## config.mk

```make
export PLATFORM = sky130hd
export DESIGN_NAME = sifhPeakFinder
export DESIGN_NICKNAME = d
export VERILOG_FILES = /design/src/sifhHistoPkg.sv /design/src/sifhStreamPkg.sv /design/src/sampleSequencer.sv /design/src/fineWindowMapper.sv /design/src/histogramBank.sv /design/src/peakCombiner.sv /design/src/sifhPeakFinder.sv
export VERILOG_INCLUDE_DIRS = /design/src
export SDC_FILE = /design/constraint.sdc
export NUM_CORES = 1
export LEC_CHECK = 0
export BUFFER_PORTS_ARGS = -buffer_cell sky130_fd_sc_hd__buf_2
export CAP_MARGIN = 20
export CORE_ASPECT_RATIO = 1.4
export CORE_MARGIN = 1.5
export CORE_UTILIZATION = 56
export CTS_CLUSTER_DIAMETER = 150
export DETAILED_ROUTE_END_ITERATION = 8
export PLACE_DENSITY = 0.76
export SLEW_MARGIN = 5
export SYNTH_ARGS = -nofsm -noshare
export SYNTH_HDL_FRONTEND = slang
export SYNTH_HIERARCHICAL = 1
export SYNTH_SLANG_ARGS = --single-unit
export TNS_END_PERCENT = 10
```

## constraint.sdc

```tcl
create_clock -name clk -period 4 [get_ports clk]
set_input_delay 0.8 -clock clk [delete_from_list [all_inputs] [get_ports clk]]
set_output_delay 0.8 -clock clk [all_outputs]
set_load 0.01 [all_outputs]
```

## src/sifh_params.svh

```systemverilog
`ifndef SIFH_PARAMS_SVH
`define SIFH_PARAMS_SVH

// sample and bin geometry
`define SIFH_NP        8   // sample width
`define SIFH_NB        4   // bin index width

// stream shape
`define SIFH_DATA_NUM  8   // samples per pixel
`define SIFH_PIXEL_NUM 4   // pixels per frame

// counter width of one bin
`define SIFH_COUNT_W   4

`endif

```

## src/sifhHistoPkg.sv

```systemverilog
`include "sifh_params.svh"

package sifhHistoPkg;

    typedef logic [`SIFH_NP-1:0]                  sampleT;
    typedef logic [`SIFH_NB-1:0]                  binIdxT;
    typedef logic [`SIFH_COUNT_W-1:0]             countT;
    typedef logic [$clog2(`SIFH_PIXEL_NUM)-1:0]   pixelIdxT;

    // one sample as offered to a bank
    typedef struct packed {
        pixelIdxT pixel;
        binIdxT   bin;
        logic     keep;          // sample lies in the window
        logic     lastOfPixel;
        sampleT   sample;        // raw value, used by the fine path
    } binEventT;

    typedef struct packed {
        pixelIdxT pixel;
        binIdxT   bin;
        countT    count;
    } peakT;

endpackage

```

## src/sifhStreamPkg.sv

```systemverilog
package sifhStreamPkg;
    import sifhHistoPkg::*;

    typedef struct packed {
        sampleT value;
    } sampleInT;

    // refined result of one pixel
    typedef struct packed {
        pixelIdxT pixel;
        binIdxT   coarseBin;
        countT    coarseCount;
        binIdxT   fineBin;
        countT    fineCount;
        sampleT   windowLow;     // fine window used for this frame
        sampleT   position;
    } resultT;

endpackage

```

## src/sampleSequencer.sv

```systemverilog
`timescale 1ns/1ps
`include "sifh_params.svh"

module sampleSequencer import sifhHistoPkg::*, sifhStreamPkg::*; (
    input  logic     clk,
    input  logic     combin_res,
    input  sampleInT in,
    input  logic     inValid,
    output logic     inReady,
    input  logic     coarseReady,
    input  logic     fineReady,
    output binEventT coarseEvt,
    output binEventT fineRaw,
    output logic     evtValid
);

    localparam int CntW = $clog2(`SIFH_DATA_NUM);

    logic [CntW-1:0] sampleCnt;      // sample index inside the pixel
    pixelIdxT        pixelCnt;
    logic            started;        // holds inReady low right after reset
    logic            lastOfPixel;

    assign inReady     = started && coarseReady && fineReady;
    assign evtValid    = inValid && inReady;
    assign lastOfPixel = (sampleCnt == CntW'(`SIFH_DATA_NUM - 1));

    always_ff @(posedge clk or negedge combin_res) begin
        if (!combin_res) begin
            started   <= 1'b0;
            sampleCnt <= '0;
            pixelCnt  <= '0;
        end else begin
            started <= 1'b1;
            if (evtValid) begin
                if (lastOfPixel) begin
                    sampleCnt <= '0;
                    pixelCnt  <= (pixelCnt == pixelIdxT'(`SIFH_PIXEL_NUM - 1)) ? '0
                                                                              : pixelCnt + 1'b1;
                end else begin
                    sampleCnt <= sampleCnt + 1'b1;
                end
            end
        end
    end

    always_comb begin
        coarseEvt.pixel       = pixelCnt;
        coarseEvt.bin         = in.value[`SIFH_NP-1 -: `SIFH_NB];   // top bits only
        coarseEvt.keep        = 1'b1;
        coarseEvt.lastOfPixel = lastOfPixel;
        coarseEvt.sample      = in.value;

        fineRaw.pixel       = pixelCnt;
        fineRaw.bin         = '0;          // filled in by the mapper
        fineRaw.keep        = 1'b0;
        fineRaw.lastOfPixel = lastOfPixel;
        fineRaw.sample      = in.value;
    end

    // a waiting sample must not change or vanish before it is taken
    inHeldUntilTaken: assert property (@(posedge clk) disable iff (!combin_res)
        inValid && !inReady |=> inValid && $stable(in));

endmodule

```

## src/fineWindowMapper.sv

```systemverilog
`timescale 1ns/1ps
`include "sifh_params.svh"

module fineWindowMapper import sifhHistoPkg::*; (
    input  logic     clk,
    input  logic     combin_res,
    input  binEventT fineRaw,
    output binEventT fineEvt,
    input  peakT     winUpdate,
    input  logic     winUpdValid,
    input  pixelIdxT winQueryPixel,
    output sampleT   queryLow
);

    localparam int Shift  = `SIFH_NP - `SIFH_NB;
    localparam int Half   = (1 << `SIFH_NB) / 2;
    localparam int MaxLow = (1 << `SIFH_NP) - (1 << `SIFH_NB);

    sampleT windowLow [`SIFH_PIXEL_NUM];
    sampleT curLow;
    sampleT offset;
    sampleT newLow;

    assign curLow   = windowLow[fineRaw.pixel];
    assign offset   = fineRaw.sample - curLow;
    assign queryLow = windowLow[winQueryPixel];   // value before any pending update

    always_comb begin
        fineEvt      = fineRaw;
        fineEvt.keep = (fineRaw.sample >= curLow) && (offset <= sampleT'((1 << `SIFH_NB) - 1));
        fineEvt.bin  = offset[`SIFH_NB-1:0];
    end

    // new window start from the coarse peak
    always_comb begin
        int centre;
        int start;
        centre = (int'(winUpdate.bin) << Shift) + Half;
        start  = centre - Half;
        if (start < 0) begin
            start = 0;
        end else if (start > MaxLow) begin
            start = MaxLow;
        end
        newLow = sampleT'(start);
    end

    always_ff @(posedge clk or negedge combin_res) begin
        if (!combin_res) begin
            for (int i = 0; i < `SIFH_PIXEL_NUM; i++) begin
                windowLow[i] <= '0;
            end
        end else if (winUpdValid) begin
            windowLow[winUpdate.pixel] <= newLow;
        end
    end

    // whole window stays inside the sample range
    windowInRange: assert property (@(posedge clk) disable iff (!combin_res)
        winUpdValid |=> windowLow[$past(winUpdate.pixel)] <= sampleT'(MaxLow));

endmodule

```

## src/histogramBank.sv

```systemverilog
`timescale 1ns/1ps
`include "sifh_params.svh"

module histogramBank import sifhHistoPkg::*; (
    input  logic     clk,
    input  logic     combin_res,
    input  binEventT evt,
    input  logic     evtValid,
    output logic     ready,
    output peakT     peak,
    output logic     peakValid,
    input  logic     peakReady
);

    localparam int BinNum = 1 << `SIFH_NB;

    countT             binCount [BinNum];
    logic [BinNum-1:0] binValid;         // lazy clear per pixel
    binEventT          s1Evt;
    logic              s1Valid;
    countT             s1Count;          // count read at handshake
    countT             newCount;
    countT             maxCount;
    binIdxT            maxBin;
    logic              hold;
    logic              accept;
    logic              fwdHit;
    logic              newMax;

    // last sample waits while the previous peak is still unclaimed
    assign hold     = s1Valid && s1Evt.lastOfPixel && peakValid && !peakReady;
    assign ready    = !hold;
    assign accept   = evtValid && ready;
    assign newCount = s1Count + 1'b1;
    assign newMax   = s1Valid && s1Evt.keep && (newCount > maxCount);   // strict so first wins
    assign fwdHit   = s1Valid && s1Evt.keep && (s1Evt.bin == evt.bin);

    always_ff @(posedge clk or negedge combin_res) begin
        if (!combin_res) begin
            s1Valid <= 1'b0;
        end else if (!hold) begin
            s1Valid <= accept;
        end
    end

    // read stage with forwarding from the write stage
    always_ff @(posedge clk) begin
        if (accept) begin
            s1Evt <= evt;
            if (s1Valid && s1Evt.lastOfPixel) begin
                s1Count <= '0;             // new pixel starts empty
            end else if (fwdHit) begin
                s1Count <= newCount;
            end else if (binValid[evt.bin]) begin
                s1Count <= binCount[evt.bin];
            end else begin
                s1Count <= '0;
            end
        end
    end

    always_ff @(posedge clk) begin
        if (s1Valid && s1Evt.keep && !hold) begin
            binCount[s1Evt.bin] <= newCount;
        end
    end

    always_ff @(posedge clk or negedge combin_res) begin
        if (!combin_res) begin
            binValid  <= '0;
            maxCount  <= '0;
            maxBin    <= '0;
            peakValid <= 1'b0;
        end else begin
            if (peakValid && peakReady) begin
                peakValid <= 1'b0;
            end
            if (s1Valid && !hold) begin
                if (s1Evt.lastOfPixel) begin
                    binValid  <= '0;
                    maxCount  <= '0;
                    maxBin    <= '0;
                    peakValid <= 1'b1;
                end else begin
                    if (s1Evt.keep) begin
                        binValid[s1Evt.bin] <= 1'b1;
                    end
                    if (newMax) begin
                        maxCount <= newCount;
                        maxBin   <= s1Evt.bin;
                    end
                end
            end
        end
    end

    // output slot takes in the last sample of the pixel
    always_ff @(posedge clk) begin
        if (s1Valid && !hold && s1Evt.lastOfPixel) begin
            peak.pixel <= s1Evt.pixel;
            peak.bin   <= newMax ? s1Evt.bin : maxBin;
            peak.count <= newMax ? newCount : maxCount;
        end
    end

    countNoWrap: assert property (@(posedge clk) disable iff (!combin_res)
        s1Valid && s1Evt.keep |-> s1Count != '1);

endmodule

```

## src/peakCombiner.sv

```systemverilog
`timescale 1ns/1ps
`include "sifh_params.svh"

module peakCombiner import sifhHistoPkg::*, sifhStreamPkg::*; (
    input  logic     clk,
    input  logic     combin_res,
    input  peakT     coarsePeak,
    input  peakT     finePeak,
    input  logic     coarseValid,
    input  logic     fineValid,
    output logic     peakReady,
    output pixelIdxT winQueryPixel,
    input  sampleT   queryLow,
    output peakT     winUpdate,
    output logic     winUpdValid,
    output resultT   result,
    output logic     resValid,
    input  logic     resReady
);

    localparam int Half = (1 << `SIFH_NB) / 2;

    sampleT coarseCentre;
    sampleT position;

    // both peaks are taken together and only into a free result slot
    assign peakReady     = coarseValid && fineValid && (!resValid || resReady);
    assign winQueryPixel = coarsePeak.pixel;

    assign coarseCentre = (sampleT'(coarsePeak.bin) << (`SIFH_NP - `SIFH_NB)) + sampleT'(Half);
    assign position     = (finePeak.count != '0) ? queryLow + sampleT'(finePeak.bin)
                                                 : coarseCentre;   // empty fine window

    always_ff @(posedge clk or negedge combin_res) begin
        if (!combin_res) begin
            resValid    <= 1'b0;
            winUpdValid <= 1'b0;
        end else begin
            winUpdValid <= peakReady;
            if (peakReady) begin
                resValid <= 1'b1;
            end else if (resReady) begin
                resValid <= 1'b0;
            end
        end
    end

    always_ff @(posedge clk) begin
        if (peakReady) begin
            result.pixel       <= coarsePeak.pixel;
            result.coarseBin   <= coarsePeak.bin;
            result.coarseCount <= coarsePeak.count;
            result.fineBin     <= finePeak.bin;
            result.fineCount   <= finePeak.count;
            result.windowLow   <= queryLow;
            result.position    <= position;
            winUpdate          <= coarsePeak;   // moves this pixel's window
        end
    end

    // banks must stay in lock step on pixels
    pixelsAligned: assert property (@(posedge clk) disable iff (!combin_res)
        coarseValid && fineValid |-> coarsePeak.pixel == finePeak.pixel);

endmodule

```

## src/sifhPeakFinder.sv

```systemverilog
`timescale 1ns/1ps

module sifhPeakFinder import sifhHistoPkg::*, sifhStreamPkg::*; (
    input  logic     clk,
    input  logic     combin_res,
    input  sampleInT in,
    input  logic     inValid,
    output logic     inReady,
    output resultT   result,
    output logic     resValid,
    input  logic     resReady
);

    binEventT coarseEvt, fineRaw, fineEvt;
    logic     evtValid, coarseReady, fineReady;
    peakT     coarsePeak, finePeak, winUpdate;
    logic     coarseValid, fineValid, peakReady, winUpdValid;
    pixelIdxT winQueryPixel;
    sampleT   queryLow;

    sampleSequencer sequencer (
        .clk, .combin_res, .in, .inValid, .inReady,
        .coarseReady, .fineReady, .coarseEvt, .fineRaw, .evtValid
    );

    fineWindowMapper windowMapper (
        .clk, .combin_res, .fineRaw, .fineEvt,
        .winUpdate, .winUpdValid, .winQueryPixel, .queryLow
    );

    histogramBank coarseBank (
        .clk, .combin_res, .evt(coarseEvt), .evtValid, .ready(coarseReady),
        .peak(coarsePeak), .peakValid(coarseValid), .peakReady
    );

    histogramBank fineBank (
        .clk, .combin_res, .evt(fineEvt), .evtValid, .ready(fineReady),
        .peak(finePeak), .peakValid(fineValid), .peakReady
    );

    peakCombiner combiner (
        .clk, .combin_res, .coarsePeak, .finePeak, .coarseValid, .fineValid, .peakReady,
        .winQueryPixel, .queryLow, .winUpdate, .winUpdValid, .result, .resValid, .resReady
    );

endmodule

```

* Word level (Yosys, flattened, before mapping)
Memory sizes are Yosys's and may differ from the RTL's. Cells that the tools add are included.
Cells by class: $add $sub $neg 9, order comparisons 16, eq/ne operators 4, mux-type cells 49, bitwise logic cells 5, reduce and logical (&&, ||, !) cells 39
Operator list (count):
- $mux W8 | 8
- $mux W16 | 3
- $mux W4 | 12
- $bmux W8 S2 | 2
- $bwmux W32 | 1
- $gt A32 B9 Y1 const B | 1
- $lt A32 B1 Y1 const B | 1
- $or A16 B16 Y16 | 2
- $logic_and A1 B1 Y1 | 29
- $lt A4 B5 Y1 const B | 4
- $demux W8 S2 | 1
- $mux W1 | 16
- $sub A9 B4 Y10 const B | 1
- $add A8 B4 Y9 const B | 1
- $ge A3 B3 Y1 const B | 3
- $not A2 Y3 | 3
- $add A4 B1 Y4 const B | 2
- $add A8 B4 Y8 | 1
- $add A8 B4 Y8 const B | 1
- $bmux W1 S4 | 2
- $demux W1 S4 | 2
- $eq A4 B4 Y1 | 2
- $ge A4 B1 Y1 const B | 2
- $ge A8 B8 Y1 | 1
- 15 further kinds | 21
Storage, ports and cells: bits in registers 165, bits in writable memories 128, input bits 12, logic and storage cells 163, memories kept 2
Memories:
- coarseBank.binCount | depth 16, bits a word 4, rd ports 1, clocked after Yosys merged registers in 0, wr ports 1, RTL line histogramBank.sv:17 | countT binCount [BinNum];
- fineBank.binCount | depth 16, bits a word 4, rd ports 1, clocked after Yosys merged registers in 0, wr ports 1, RTL line histogramBank.sv:17

* Longest topological paths before layout
word-level depth 10, depth in mapped cells 9

* By module
Netlist, hierarchy kept.
By module, submodules not included:
- histogramBank (coarseBank) | instances 1, cells each 326, area an instance 4958.5 µm²
- histogramBank (fineBank) | instances 1, cells each 326, area an instance 4890.9 µm²
- peakCombiner | instances 1, cells each 95, area an instance 1503.9 µm²
- fineWindowMapper | instances 1, cells each 73, area an instance 1031.0 µm²
- sampleSequencer | instances 1, cells each 56, area an instance 524.3 µm²

* Least setup slack after synthesis
OpenSTA, ideal clock, no wires.
kind input -> register, start input resReady, end register fineBank/peak[0] (netlist name), enable pin, data arrival time 3864 ps, required time 3622 ps, slack -243 ps, stages 5, buffers on the path 1, cells stage by stage inv_1 a21oi_1 nor2b_1 nor2_1 clkbuf_1
Between the ends: word-level cells in the longest chain between the ends 7
Ends and longest elaborated chain:
- start: declaration | RTL line sifhPeakFinder.sv:11 | input logic resReady
- $logic_or A1 B1 Y1 | RTL line peakCombiner.sv:27 | assign peakReady = coarseValid && fineValid && (!resValid || resReady);
- $logic_and A1 B1 Y1 | RTL line peakCombiner.sv:27
- via peakReady | RTL line sifhPeakFinder.sv:17 | logic coarseValid, fineValid, peakReady, winUpdValid;
- $logic_not A1 Y1 | RTL line histogramBank.sv:31 | assign hold = s1Valid && s1Evt.lastOfPixel && peakValid && !peakReady;
- $logic_and A1 B1 Y1 | RTL line histogramBank.sv:31
- $logic_not A1 Y1 | RTL line histogramBank.sv:99 | if (s1Valid && !hold && s1Evt.lastOfPixel) begin
- $logic_and A1 B1 Y1 (2 in a row) | RTL line histogramBank.sv:99
- end: declaration | RTL line histogramBank.sv:10 | output peakT peak,
The timed path passes the listed nets, and every way through them passes these cells. A chain may end at the register's enable or synchronous reset.

* Final worst setup path
start register coarseBank.s1Count[0], end register coarseBank/peak[3] (netlist name), data pin
Between the ends: word-level cells in the longest chain between the ends 4
Ends and longest elaborated chain:
- start: declaration | RTL line histogramBank.sv:21 | countT s1Count;
- start signal: assignment | RTL line histogramBank.sv:53 | s1Count <= newCount;
- start signal: assignment | RTL line histogramBank.sv:55 | s1Count <= binCount[evt.bin];
- $add A4 B1 Y4 | RTL line histogramBank.sv:34 | assign newCount = s1Count + 1'b1;
- via coarseBank.newCount[1] | RTL line histogramBank.sv:22 | countT newCount;
- $gt A4 B4 Y1 | RTL line histogramBank.sv:35 | assign newMax = s1Valid && s1Evt.keep && (newCount > maxCount);
- $logic_and A1 B1 Y1 | RTL line histogramBank.sv:35
- $mux W4 | RTL line histogramBank.sv:102 | peak.count <= newMax ? newCount : maxCount;
- end: declaration | RTL line histogramBank.sv:10
The timed path passes the listed nets, and every way through them passes these cells.

==> qor.yml <==
holdWs_ns: 0.403
grt_overflow: 0
cts_hold_buffers: 0
insertion_delay_ns: 0.54
synth_cells: 844
multi_input_area_um2: 4080
crit_arrival_ns: 3.48
grt_pass1_vias: 7139
start_util_pct: 57.3
cts_sinks: 278
cts_setup_buffers: 0
diodes: 0
setup_tns_ns: 0
viasPerCell: 5.86
avgSynthCellArea_um2: 14.9
crit_fanout: 20
drc: 0
synthesis.area_um2: 12600
finalWorstPathRequiredPeriod_ns: 3.19
seq_area_um2: 7970
routedWlPerCell_um: 20.5
drv_cap: 0
ios: 48
timing.final.crit_share_pct: 79.8
worstHoldPathType: "in2async"
drtIter0Drc: 654
antenna_found_initial: 0
ys.warnings.count: 6
cts_tree: "yes"
ir_worst_vdd_mv: 0.472
fmax_mhz: 313
finalWirelength_um: 24100
critical_path_class: "reg2reg"
final_cell_count_no_fill: 1177
rows: 64
crit_path_top_delay_cell: "ha_1"
place.gp.congestion: 0.791
die-area_um2: 23400
areaGrowthSynthToFinish_pct: 9.05
grt_max_degree: 77
cts_max_level: 1
numPortBuffers: 47
cts_resized: 0
max_stage_delay_ns: 0.58
dieWidth_um: 130
outcome: "complete, no violations"
path_common_cell: "o21a_1"
endpoint_kind: "flip-flop"
dr.pass1.iters: 5
hpwl_um: 16300
dp_cells: 1129
required_ns: 4.29
core-area_um2: 21900
fp.dieH_um: 180
fill_cells: 1601
drv_slew: 0
skew_ns: 0.0313
cellPowerDensity_nw_per_um2: 583
vias: 6892
rsz0062_at_grt: "no"
worstPathCellList: "ha_1, ha_1, nor2b_1, o21a_1, o21a_1, o21a_1, mux2_1"
grt_pass1_wl_um: 38200
p_leak_nw: 5.12
fin_total_pwr_mw: 8.00
clockBufferDepth: 3
worst_pin_slew_ns: 0.987
grt.total_usage_pct: 21.2
setup_violations: 0
cts_made_buffers: 26
root_buffer: "clkbuf_16"
hold_viol: 0
drive_gt1_share_pct: 19.9
crit_path_start_kind: "flip-flop"
relSlewSlack_pct: 34.2
nets: 894
ant_nets: 0
clk_pin_slew_worst_paths_ns: 0.06
-- flip-flops by register name, indices dropped and copies added (netlist names), 2 cells and up --
signal / cells
coarseBank/maxCount: 4
windowMapper/windowLow: 16
coarseBank/binCount: 64
fineBank/maxCount: 4
coarseBank/maxBin: 4
coarseBank/peak: 10
coarseBank/s1Count: 4
fineBank/s1Evt: 6
combiner/result: 34
fineBank/s1Count: 4
coarseBank/binValid: 16
sequencer/sampleCnt: 3
fineBank/binCount: 64
fineBank/peak: 8
fineBank/maxBin: 4
coarseBank/s1Evt: 8
sequencer/pixelCnt: 2
fineBank/binValid: 16
-- per-stage QoR --
step / util, % / setup slack (ns) / instance area (um2)
6_report: 62.5 / 0.808 / 13700
2_1_floorplan: - / 0.617 / 12600
5_1_grt: 62.5 / 0.627 / 13700
3_5_place_dp: 58.4 / 0.850 / 12800
4_1_cts: 62.5 / 0.826 / 13700
3_3_place_gp: 58.4 / 0.896 / 12800
-- cell usage in the layout, fill, tap and decap left out, types with 16 or more instances in the layout --
cell type	count
nor2_1	70
ha_1	21
nand3_1	16
edfxtp_1	202
mux4_1	17
nor2b_1	18
mux2_2	16
nand2_1	59
buf_2	46
inv_1	26
a21oi_1	27
o211ai_1	16
clkbuf_16	28
mux4_2	31
dfrtp_1	76
-- metal layers --
metal	vias up	part of all wire, %	track usage, %
met4	0	2.5	7.64
li1	3193	-	-
met2	198	55	39.3
met1	3452	38	25.0
met5	-	0	0
met3	49	4.0	2.46
-- cell type report --
type | instances | area share (%)
Multi-Input combinational cell | 472 | 29.7
Timing Repair Buffer | 55 | 2.17
Clock inverter | 14 | 1.01
Clock buffer | 34 | 5.56
Sequential cell | 278 | 58.1
Inverter | 27 | 0.748
Tap cell | 297 | 2.71
-- worst paths after layout --
| path | from | end | slack, ns | depth (start not counted) |
|---|---|---|---|---|
| max | coarseBank/s1Count[0] | coarseBank/peak[3] | 0.81 | 7 |
| min | combin_res | combiner/winUpdValid | 0.40 | 1 |
| max reg2reg | coarseBank/s1Count[0] | coarseBank/peak[3] | 0.81 | 7 |
| min reg2reg | coarseBank/peak[2] | combiner/result[26] | 0.42 | 0 |
| max in group asynchronous | combin_res | fineBank/binValid[8] | 2.91 | 1 |
| min in group clk | coarseBank/peak[2] | combiner/result[26] | 0.42 | 0 |
-- power by group --
| group | total [mW] | switching (mW) | internal [mW] | leakage, nW |
|---|---|---|---|---|
| registers | 3.94 | 0.307 | 3.63 | 2.81 |
| logic | 1.55 | 0.863 | 0.683 | 1.86 |
| clock network | 2.51 | 1.03 | 1.48 | 0.445 |
-- critical path: cells and delay by family, from the launching register on --
kind | cells | cell delay, ns
compound gates | 3 | 0.96
flops | 1 | 0.46
mux | 1 | 0.38
simple gates | 1 | 0.14
fa+ha+maj | 2 | 1.01
No activity file was read; power rests on OpenSTA's default activity.
